==> config.mk <==
export PLATFORM = sky130hd
export DESIGN_NAME = rv_exec_unit
export DESIGN_NICKNAME = d
export VERILOG_FILES = /design/src/hw/rv_pkg.sv /design/src/hw/alu.sv /design/src/hw/axil_host_port.sv /design/src/hw/instr_decoder.sv /design/src/hw/register_file.sv /design/src/hw/rv_exec_unit.sv
export SDC_FILE = /design/constraint.sdc
export NUM_CORES = 2
export LEC_CHECK = 0
export BUFFER_PORTS_ARGS = -buffer_cell sky130_fd_sc_hd__buf_2
export CAP_MARGIN = 20
export CORE_MARGIN = 2
export CORE_UTILIZATION = 50
export DETAILED_ROUTE_END_ITERATION = 10
export PLACE_DENSITY = 0.75
export SETUP_SLACK_MARGIN = 0.4
export SYNTH_ARGS = -nofsm -noshare
export SYNTH_HDL_FRONTEND = slang
export SYNTH_SLANG_ARGS = --single-unit
==> constraint.sdc <==
create_clock -name clk -period 10 [get_ports clk]
set_clock_uncertainty 0.1 [all_clocks]
set_input_delay 1.5 -clock clk [delete_from_list [all_inputs] [get_ports clk]]
set_output_delay 1.5 -clock clk [all_outputs]
set_load 0.01 [all_outputs]
==> src/hw/rv_pkg.sv <==
package rv_pkg;

    ////////////////////////////////////////////////////////////
    // Widths and register file size
    ////////////////////////////////////////////////////////////
    localparam int xlen      = 32;
    localparam int reg_count = 32;

    typedef logic [4:0]        reg_addr_t;
    typedef logic [xlen - 1:0] word_t;

    ////////////////////////////////////////////////////////////
    // Instruction formats
    ////////////////////////////////////////////////////////////
    typedef struct packed {
        logic [6:0] funct7;
        reg_addr_t  rs2;
        reg_addr_t  rs1;
        logic [2:0] funct3;
        reg_addr_t  rd;
        logic [6:0] opcode;
    } r_fmt_t;

    typedef struct packed {
        logic [11:0] imm12;
        reg_addr_t   rs1;
        logic [2:0]  funct3;
        reg_addr_t   rd;
        logic [6:0]  opcode;
    } i_fmt_t;

    // Same 32 bits, seen as R or I format
    typedef union packed {
        r_fmt_t r;
        i_fmt_t i;
    } instr_t;

    localparam logic [6:0] opcode_op     = 7'b0110011;
    localparam logic [6:0] opcode_op_imm = 7'b0010011;

    typedef enum logic [3:0] {
        alu_add,
        alu_sub,
        alu_sll,
        alu_slt,
        alu_sltu,
        alu_xor,
        alu_srl,
        alu_sra,
        alu_or,
        alu_and
    } alu_op_e;

    // Everything the datapath needs for one instruction
    typedef struct packed {
        reg_addr_t rs1;
        reg_addr_t rs2;
        reg_addr_t rd;
        alu_op_e   alu_op;
        logic      use_imm;
        word_t     imm;
        logic      legal;
    } exec_ctrl_t;

    ////////////////////////////////////////////////////////////
    // AXI4-Lite channels and address map
    ////////////////////////////////////////////////////////////
    typedef logic [11:0] axil_addr_t;

    typedef struct packed {
        axil_addr_t awaddr;
        logic       awvalid;
        word_t      wdata;
        logic [3:0] wstrb;
        logic       wvalid;
        logic       bready;
        axil_addr_t araddr;
        logic       arvalid;
        logic       rready;
    } axil_req_t;

    typedef struct packed {
        logic       awready;
        logic       wready;
        logic [1:0] bresp;
        logic       bvalid;
        logic       arready;
        word_t      rdata;
        logic [1:0] rresp;
        logic       rvalid;
    } axil_rsp_t;

    localparam axil_addr_t addr_instr    = 12'h000;
    localparam axil_addr_t addr_retired  = 12'h004;
    localparam axil_addr_t addr_reg_base = 12'h080;

    localparam logic [1:0] resp_okay   = 2'b00;
    localparam logic [1:0] resp_slverr = 2'b10;

endpackage

==> src/hw/alu.sv <==
`timescale 1ns/1ns

module alu (
    input  rv_pkg::alu_op_e op,
    input  rv_pkg::word_t   a,
    input  rv_pkg::word_t   b,
    output rv_pkg::word_t   y
);

    logic [4:0] shamt;
    logic       lt_signed;
    logic       lt_unsigned;

    // Shift amount from the low five bits only
    assign shamt       = b[4:0];
    assign lt_signed   = $signed(a) < $signed(b);
    assign lt_unsigned = a < b;

    always_comb
    begin
        case (op)
            rv_pkg::alu_add:
            begin
                y = a + b;
            end
            rv_pkg::alu_sub:
            begin
                y = a - b;
            end
            rv_pkg::alu_sll:
            begin
                y = a << shamt;
            end
            rv_pkg::alu_slt:
            begin
                y = {31'd0, lt_signed};
            end
            rv_pkg::alu_sltu:
            begin
                y = {31'd0, lt_unsigned};
            end
            rv_pkg::alu_xor:
            begin
                y = a ^ b;
            end
            rv_pkg::alu_srl:
            begin
                y = a >> shamt;
            end
            rv_pkg::alu_sra:
            begin
                y = $unsigned($signed(a) >>> shamt);
            end
            rv_pkg::alu_or:
            begin
                y = a | b;
            end
            default:
            begin
                y = a & b;
            end
        endcase
    end

endmodule

==> src/hw/axil_host_port.sv <==
`timescale 1ns/1ns

module axil_host_port (
    input  logic              clk,
    input  logic              arst_n,
    input  rv_pkg::axil_req_t req,
    output rv_pkg::axil_rsp_t rsp,
    output rv_pkg::instr_t    instr,
    input  logic              legal,
    output logic              wr_en,
    output rv_pkg::reg_addr_t dbg_addr,
    input  rv_pkg::word_t     dbg_data
);

    logic          b_pending;
    logic [1:0]    bresp_q;
    logic          r_pending;
    rv_pkg::word_t rdata_q;
    logic [1:0]    rresp_q;
    rv_pkg::word_t retired;

    logic aw_fire;
    logic ar_fire;
    logic is_instr_addr;
    logic is_reg_addr;
    logic is_retired_addr;

    ////////////////////////////////////////////////////////////
    // Write channel
    ////////////////////////////////////////////////////////////

    // Address and data are taken together, never while a response waits
    assign aw_fire       = req.awvalid & req.wvalid & ~b_pending;
    assign is_instr_addr = (req.awaddr == rv_pkg::addr_instr);
    assign wr_en         = aw_fire & is_instr_addr & legal;
    assign instr         = req.wdata;

    always_ff @(posedge clk or negedge arst_n)
    begin
        if (!arst_n)
        begin
            b_pending <= 1'b0;
            retired   <= '0;
        end
        else
        begin
            if (aw_fire)
            begin
                b_pending <= 1'b1;
            end
            else if (req.bready)
            begin
                b_pending <= 1'b0;
            end

            if (wr_en)
            begin
                retired <= retired + 1'b1;
            end
        end
    end

    always_ff @(posedge clk)
    begin
        if (aw_fire)
        begin
            bresp_q <= wr_en ? rv_pkg::resp_okay : rv_pkg::resp_slverr;
        end
    end

    ////////////////////////////////////////////////////////////
    // Read channel
    ////////////////////////////////////////////////////////////
    assign ar_fire  = req.arvalid & ~r_pending;
    assign dbg_addr = req.araddr[6:2];

    // Register window 0x080..0x0fc, word aligned
    assign is_reg_addr = (req.araddr[11:7] == rv_pkg::addr_reg_base[11:7])
                       && (req.araddr[1:0] == 2'b00);
    assign is_retired_addr = (req.araddr == rv_pkg::addr_retired);

    always_ff @(posedge clk or negedge arst_n)
    begin
        if (!arst_n)
        begin
            r_pending <= 1'b0;
        end
        else if (ar_fire)
        begin
            r_pending <= 1'b1;
        end
        else if (req.rready)
        begin
            r_pending <= 1'b0;
        end
    end

    // Sampled before any same-cycle register write lands
    always_ff @(posedge clk)
    begin
        if (ar_fire)
        begin
            if (is_reg_addr)
            begin
                rdata_q <= dbg_data;
                rresp_q <= rv_pkg::resp_okay;
            end
            else if (is_retired_addr)
            begin
                rdata_q <= retired;
                rresp_q <= rv_pkg::resp_okay;
            end
            else
            begin
                rdata_q <= '0;
                rresp_q <= rv_pkg::resp_slverr;
            end
        end
    end

    always_comb
    begin
        rsp.awready = aw_fire;
        rsp.wready  = aw_fire;
        rsp.bresp   = bresp_q;
        rsp.bvalid  = b_pending;
        rsp.arready = ~r_pending;
        rsp.rdata   = rdata_q;
        rsp.rresp   = rresp_q;
        rsp.rvalid  = r_pending;
    end

endmodule

==> src/hw/instr_decoder.sv <==
`timescale 1ns/1ns

module instr_decoder (
    input  rv_pkg::instr_t     instr,
    output rv_pkg::exec_ctrl_t ctrl
);

    logic [6:0] imm_upper;

    // Upper seven bits of the I immediate, funct7 position for shifts
    assign imm_upper = instr.i.imm12[11:5];

    always_comb
    begin
        ctrl.rs1     = instr.r.rs1;
        ctrl.rs2     = instr.r.rs2;
        ctrl.rd      = instr.r.rd;
        ctrl.imm     = {{20{instr.i.imm12[11]}}, instr.i.imm12};
        ctrl.alu_op  = rv_pkg::alu_add;
        ctrl.use_imm = 1'b0;
        ctrl.legal   = 1'b1;

        case (instr.r.opcode)
            rv_pkg::opcode_op:
            begin
                case (instr.r.funct3)
                    3'b000: ctrl.alu_op = (instr.r.funct7[5]) ? rv_pkg::alu_sub : rv_pkg::alu_add;
                    3'b001: ctrl.alu_op = rv_pkg::alu_sll;
                    3'b010: ctrl.alu_op = rv_pkg::alu_slt;
                    3'b011: ctrl.alu_op = rv_pkg::alu_sltu;
                    3'b100: ctrl.alu_op = rv_pkg::alu_xor;
                    3'b101: ctrl.alu_op = (instr.r.funct7[5]) ? rv_pkg::alu_sra : rv_pkg::alu_srl;
                    3'b110: ctrl.alu_op = rv_pkg::alu_or;
                    default: ctrl.alu_op = rv_pkg::alu_and;
                endcase
                // Only sub and sra may carry 0x20
                if ((instr.r.funct3 == 3'b000) || (instr.r.funct3 == 3'b101))
                begin
                    ctrl.legal = (instr.r.funct7 == 7'h00) || (instr.r.funct7 == 7'h20);
                end
                else
                begin
                    ctrl.legal = (instr.r.funct7 == 7'h00);
                end
            end
            rv_pkg::opcode_op_imm:
            begin
                ctrl.use_imm = 1'b1;
                case (instr.i.funct3)
                    3'b000: ctrl.alu_op = rv_pkg::alu_add;
                    3'b010: ctrl.alu_op = rv_pkg::alu_slt;
                    3'b011: ctrl.alu_op = rv_pkg::alu_sltu;
                    3'b100: ctrl.alu_op = rv_pkg::alu_xor;
                    3'b110: ctrl.alu_op = rv_pkg::alu_or;
                    3'b111: ctrl.alu_op = rv_pkg::alu_and;
                    3'b001:
                    begin
                        ctrl.alu_op = rv_pkg::alu_sll;
                        ctrl.legal  = (imm_upper == 7'h00);
                    end
                    default:
                    begin
                        // Bit 30 picks srai over srli
                        ctrl.alu_op = (instr.i.imm12[10]) ? rv_pkg::alu_sra : rv_pkg::alu_srl;
                        ctrl.legal  = ((imm_upper & 7'h5f) == 7'h00);
                    end
                endcase
            end
            default:
            begin
                ctrl.legal = 1'b0;
            end
        endcase
    end

endmodule

==> src/hw/register_file.sv <==
`timescale 1ns/1ns

module register_file #(
    parameter rv_pkg::word_t stack_pointer_val = 32'd1024
) (
    input  logic              clk,
    input  logic              arst_n,
    input  rv_pkg::reg_addr_t rs1_addr,
    input  rv_pkg::reg_addr_t rs2_addr,
    input  rv_pkg::reg_addr_t dbg_addr,
    input  rv_pkg::reg_addr_t rd_addr,
    input  rv_pkg::word_t     rd_data,
    input  logic              wr_en,
    output rv_pkg::word_t     rs1_data,
    output rv_pkg::word_t     rs2_data,
    output rv_pkg::word_t     dbg_data
);

    // x2 is the stack pointer
    localparam int sp_index = 2;

    rv_pkg::word_t regs [rv_pkg::reg_count];

    always_ff @(posedge clk or negedge arst_n)
    begin
        if (!arst_n)
        begin
            for (int i = 0; i < rv_pkg::reg_count; i++)
            begin
                regs[i] <= (i == sp_index) ? stack_pointer_val : '0;
            end
        end
        else if (wr_en && (rd_addr != '0))
        begin
            regs[rd_addr] <= rd_data;
        end
    end

    // Register zero reads as zero on every port
    assign rs1_data = (rs1_addr == '0) ? '0 : regs[rs1_addr];
    assign rs2_data = (rs2_addr == '0) ? '0 : regs[rs2_addr];
    assign dbg_data = (dbg_addr == '0) ? '0 : regs[dbg_addr];

endmodule

==> src/hw/rv_exec_unit.sv <==
`timescale 1ns/1ns

module rv_exec_unit #(
    parameter rv_pkg::word_t stack_pointer_val = 32'd1024
) (
    input  logic              clk,
    input  logic              arst_n,
    input  rv_pkg::axil_req_t req,
    output rv_pkg::axil_rsp_t rsp
);

    rv_pkg::instr_t     instr;
    rv_pkg::exec_ctrl_t ctrl;
    logic               wr_en;
    rv_pkg::reg_addr_t  dbg_addr;
    rv_pkg::word_t      dbg_data;
    rv_pkg::word_t      rs1_data;
    rv_pkg::word_t      rs2_data;
    rv_pkg::word_t      alu_b;
    rv_pkg::word_t      alu_y;

    axil_host_port u_host_port (
        .clk      (clk),
        .arst_n   (arst_n),
        .req      (req),
        .rsp      (rsp),
        .instr    (instr),
        .legal    (ctrl.legal),
        .wr_en    (wr_en),
        .dbg_addr (dbg_addr),
        .dbg_data (dbg_data)
    );

    instr_decoder u_decoder (
        .instr (instr),
        .ctrl  (ctrl)
    );

    register_file #(
        .stack_pointer_val (stack_pointer_val)
    ) u_regfile (
        .clk      (clk),
        .arst_n   (arst_n),
        .rs1_addr (ctrl.rs1),
        .rs2_addr (ctrl.rs2),
        .dbg_addr (dbg_addr),
        .rd_addr  (ctrl.rd),
        .rd_data  (alu_y),
        .wr_en    (wr_en),
        .rs1_data (rs1_data),
        .rs2_data (rs2_data),
        .dbg_data (dbg_data)
    );

    // Immediate replaces rs2 for op-imm
    assign alu_b = ctrl.use_imm ? ctrl.imm : rs2_data;

    alu u_alu (
        .op (ctrl.alu_op),
        .a  (rs1_data),
        .b  (alu_b),
        .y  (alu_y)
    );

endmodule

**Word level (Yosys, flattened, before mapping)**

Index checks and enable logic that the tools add are counted.

- Register bits: 1094
- Output and inout bits: 41

- $add $sub $neg: 3
- Order comparisons: 7
- Equal/unequal tests: 20
- Shift operators: 3
- Muxes and demuxes: 34
- Bitwise gates (word level): 14
- Reduce and logical (&&, ||, !) cells: 18

Operators with widths:

| cell | count |
|---|---|
| $bwmux W1024 | 1 |
| $bmux W32 S5 | 3 |
| $mux W32 | 13 |
| $pmux W32 S9 | 1 |
| $demux W32 S5 | 1 |
| $lt A32 B32 Y1 | 2 |
| $pmux W4 S7 | 2 |
| $add A32 B1 Y32 const B | 1 |
| $add A32 B32 Y32 | 1 |
| $and A32 B32 Y32 | 1 |
| $or A32 B32 Y32 | 1 |
| $shl A32 B5 Y32 | 1 |
| $shr A32 B5 Y32 | 1 |
| $sshr A32 B5 Y32 | 1 |
| $sub A32 B32 Y32 | 1 |
| $xor A32 B32 Y32 | 1 |
| $ge A6 B6 Y1 const B | 4 |
| $not A5 Y6 | 4 |
| $eq A4 B3 Y1 const B | 4 |
| $logic_not A5 Y1 | 3 |
| $eq A7 B6 Y1 const B | 2 |
| $logic_not A7 Y1 | 2 |
| $eq A12 B3 Y1 const B | 1 |
| $eq A3 B3 Y1 const B | 4 |
| 23 further kinds | 43 |

**Logic depth before layout (Yosys ltp)**

- Word-level depth: 9
- Mapped depth: 28
- Gate-level depth less buffers: 20

**By module**

From an unflattened synthesis, not the netlist that was laid out.

- Cell total of the unflattened synthesis: 5894
- Area total of the unflattened synthesis: 75578.7 um2

By module, submodules not included:

| module | instances | cells each | area each (um2) | sequential area each (um2) |
|---|---|---|---|---|
| register_file | 1 | 4210 | 62288.5 | 25625.8 |
| alu | 1 | 1258 | 8698.3 | 0.0 |
| axil_host_port | 1 | 318 | 3539.6 | 1871.8 |
| rv_exec_unit | 1 | 36 | 544.3 | 0.0 |
| instr_decoder | 1 | 72 | 508.0 | 0.0 |

**Least setup slack after synthesis**

No wires, ideal clock.

- Path type: input to register
- Start: input req[40] (netlist bit)
- End: register u_regfile.regs[119] (netlist bit)
- Data arrival time: 7.432 ns
- Slack: 2.343 ns
- Stages: 26
- Path buffers: 10
- Path through: buf_6 > buf_8 > buf_12 > buf_6 > buf_6 > clkbuf_1 > clkbuf_1 > buf_1 > mux4_2 > mux4_2 > mux2i_1 > o21ai_0 > ha_1 > clkbuf_1 > and3_1 > nand3_1 > o32ai_1 > o211a_1 > o21ai_0 > a211oi_1 > a221oi_1 > mux2i_1 > a2111oi_0 > a21oi_1 > buf_2 > mux2_2

- Cells in the longest elaborated chain, start to end: 9
- Elaborated cells between the ends (all ways): 17
- Those cells by class: add/sub (2); shift (3); mux (7); bitwise (4); reduce/logical (1)

RTL lines:

| item | line | source |
|---|---|---|
| start, declared | rv_exec_unit.sv:8 | `input rv_pkg::axil_req_t req,` |
| $not A5 Y6 (implied by the code) | register_file.sv:41 | `assign rs2_data = (rs2_addr == '0) ? '0 : regs[rs2_addr];` |
| $bmux W32 S5 | register_file.sv:41 |  |
| $mux W32 (implied by the code) (2 in a row) | register_file.sv:41 |  |
| $mux W32 | register_file.sv:41 |  |
| $mux W32 (*) | rv_exec_unit.sv:56 | `assign alu_b = ctrl.use_imm ? ctrl.imm : rs2_data;` |
| $sub A32 B32 Y32 (tied with other cells) | alu.sv:28 | `y = a - b;` |
| $pmux W32 S9 (*) | alu.sv:21 | `case (op)` |
| $bwmux W1024 (*) | register_file.sv:35 | `regs[rd_addr] <= rd_data;` |
| end signal, assigned by index | register_file.sv:30 | `regs[i] <= (i == sp_index) ? stack_pointer_val : '0;` |
| end signal, assigned by index | register_file.sv:35 |  |
| end, declared | register_file.sv:22 | `rv_pkg::word_t regs [rv_pkg::reg_count];` |

Mark *: on every way between the ends. The rest lies on a longest branch, timed or not. The select of a mux whose other input is x is not followed.
A chain may end at the register's enable or synchronous reset.

**Final worst setup path**

- Start: input req[40] (netlist bit)
- End: register u_regfile.regs[926] (netlist bit)

Same word-level chain as after synthesis.

==> results.yml <==
clocking:
  h-tree-depth: 3
  clkSlewWorstSetupHoldPaths_ns: 0.06
  cts_setup_buffers: 0
  tritoncts: "yes"
  cts_resized: 0
  numCtsBuffers: 108
  ctsRootBufferMaster: "clkbuf_16"
  insertion_delay_ns: 0.79
  cts.sinks: 1092
  clockBufferDepth: 3
  hold_buffers: 0
worst_hold_path:
  hold_path_class: "reg -> reg"
floorplanning:
  ios: 108
  rows: 143
  die_w_um: 395
  die_h_um: 395
  dieArea_mm2: 0.156
  coreArea_mm2: 0.152
  start_util_pct: 50.4
placement:
  dp_hpwl_um: 195000
  port_buffers: 101
  place_congestion: 1.11
  place_ws_ns: 1.27
sta:
  setup-tns-final_ns: 0
  worst_slew_pin_slew_ns: 1.27
  finalHoldViolCount: 0
  post-route-min-period_ns: 8.37
  final.period_utilization_pct: 83.7
  relSlewSlack_pct: 12.6
  max_freq_mhz: 119
  whs_ns: 0.317
  post-route-worst-setup-slack_ns: 1.63
  rsz0062_at_grt: "no"
  setup_viol: 0
  slew_viol_final: 0
final_layout:
  mostFrequentLayoutCells: "1,057 x dfrtp_1, 779 x mux4_2, 710 x mux2_2"
  mostFrequentLayoutCell: "dfrtp_1"
  drive_gt1_share_pct: 34.8
  area_growth_pct: 7.93
  nets: 6346
worst_setup_path:
  slowest_stage: "a41oi_1"
  slowest_delay_ns: 0.99
  required_ns: 10.54
  critPathKind: "in -> reg"
  cpLargestDelayFamily: "compound AO/OA/AOI/OAI gates"
  crit_arrival_ns: 8.91
  cp_cell_sequence: "buf_8 > buf_12 > mux4_2 > mux4_2 > a22oi_1 > nand2_1 > o21a_1 > ha_1 > inv_1 > a21oi_1 > a21boi_0 > o311ai_0 > nand4_1 > a41oi_1 > o311a_1 > o311a_1 > a21oi_2 > buf_4 > mux2_2"
  cp-end-kind: "register"
  cp_max_fo: 46
  worstSetupStartpointType: "primary input"
  cp_num_buf_inv: 4
drt:
  drtPass1Iterations: 8
  drc_errors: 0
  num_vias: 62700
  via_per_inst: 7.56
  drt.antenna.violating_nets: 0
  routed_wirelength_um: 299000
  wl_per_cell_um: 36.0
  drtIter0Drc: 10400
grt:
  antenna_found_initial: 7
  grtUsageTotal_pct: 37.8
  grt_pass1_vias: 61900
  grt_max_degree: 191
  grt-ovfl-total: 0
  grt_pass1_wl_um: 430000
outcome:
  status: "completed"
pwr:
  irDropWorstVdd_mv: 0.150
  p_per_area_mw_per_mm2: 123
  p_leak_nw: 34.7
synth:
  synth_area_mm2: 0.0765
  synthesis.instances: 6375
  synth_top_flop_cell: "dfrtp_1"
  synth_area_leaders: "dfrtp_1 35%, mux4_2 23%, mux2_2 10%"
  synth_cell_types: 118
  synth_edf_count: 34
  synth.largest_area_cell: "dfrtp_1"
  synth_seq_cells: 1092
  synth-async-reset-ratio_pct: 96.9
  yosysTopAreaCellShare_pct: 34.6
  yosysWarnings: 0
  syn_avg_cell_area_um2: 12.0
  ys_seq_area_share_pct: 36.0
flow_run:
  maxCapViolCount: 0
==> cell families (layout without fill, tap and decap cells) <==
| family | count (synthesis) | in the layout | share of synthesized area, % |
|---|---|---|---|
| xor gates and xnor gates | 50 | 50 | 0.573 |
| DFF | 1092 | 1092 | 36.0 |
| adders and majority gates | 100 | 100 | 1.66 |
| muxes | 1903 | 1903 | 38.9 |
| other | 1 | 6 | 0.00490 |
| buffers and inverters | 774 | 667 | 4.99 |
| and+or+nand+nor | 1211 | 1211 | 7.25 |
| AOI/OAI and AO/OA | 1244 | 1244 | 10.6 |
==> path summary, 6_finish.rpt <==
kind	to	slack, ns	cells after the start	startpoint
setup / recovery	u_regfile.regs[926]$_DFFE_PN0P_	1.63	19	req[40]
hold / removal	u_regfile.regs[996]$_DFFE_PN0P_	0.32	0	u_regfile.regs[996]$_DFFE_PN0P_
setup reg to reg	u_regfile.regs[926]$_DFFE_PN0P_	2.78	17	u_regfile.regs[425]$_DFFE_PN0P_
hold reg to reg	u_regfile.regs[996]$_DFFE_PN0P_	0.32	0	u_regfile.regs[996]$_DFFE_PN0P_
max in group asynchronous	u_regfile.regs[706]$_DFFE_PN0P_	6.57	3	arst_n
min in group asynchronous	u_regfile.regs[687]$_DFFE_PN0P_	0.73	1	arst_n
==> metrics by stage <==
step / utilization (%) / instance area [um2] / std cells / power, mW
after floorplan: - / 76500 / 6376 / 5.38
after global placement: 51.9 / 78800 / 8092 / 5.91
after detailed placement: 51.9 / 78900 / 8095 / 5.91
after CTS: 54.3 / 82500 / 8295 / 10.1
after global routing: 54.3 / 82500 / 8299 / 10.4
final: 54.3 / 82600 / 8303 / 10.1
==> synthesized netlist by cell type, drive strengths merged, types with 22 or more instances <==
library cell  instances
mux2i               354
o21ai               327
nand3                78
edfxtp               34
o22ai                73
a211oi               34
nand4                27
dfrtp              1057
nor2                354
buf                 279
o31ai                80
clkbuf              388
a21oi               255
o211ai              117
nor3                 97
xnor2                39
a31oi                74
a22oi                40
nor4                 89
a221oi               22
a2111oi              23
mux2                770
nand2               420
inv                 105
a21o                 22
nand2b               23
or3                  22
mux4                779
ha                   98
==> registers in the layout, indices dropped and copies added (netlist names) <==
| name | count |
|---|---|
| u_host_port.rresp_q | 1 |
| u_host_port.retired | 32 |
| u_host_port.r_pending | 1 |
| u_regfile.regs | 1024 |
| u_host_port.b_pending | 1 |
| u_host_port.rdata_q | 32 |
| u_host_port.bresp_q | 1 |
==> layout make-up <==
cell class              instances  area (um2)
repair buffers                360        2790
well taps                    2030        2540
fillers                     12300       69400
diodes                          4        10.0
clock buffers                 154        3140
inverters                     107         405
clock inverters                46         488
flip-flops and latches       1092       27500
multi-input cells            4510       45700
==> routing by layer <==
layer  track usage [%]  share of wire (%)  wire [um]  up-vias
li1                  -                  -          -    24400
met1              46.3                 33      99800    31500
met2              54.4                 43     128000     5423
met3              14.5                 15      44400     1472
met4              27.6                8.9      26700        8
met5                 0              0.018         55        -
==> where the power goes <==
part,internal (mW),total (mW),switching (mW)
Combinational,0.404,1.45,1.04
Sequential,4.45,4.45,0.00404
Clock,2.37,4.25,1.88
Total,7.22,10.1,2.93
(Power assumes the default switching activity.)
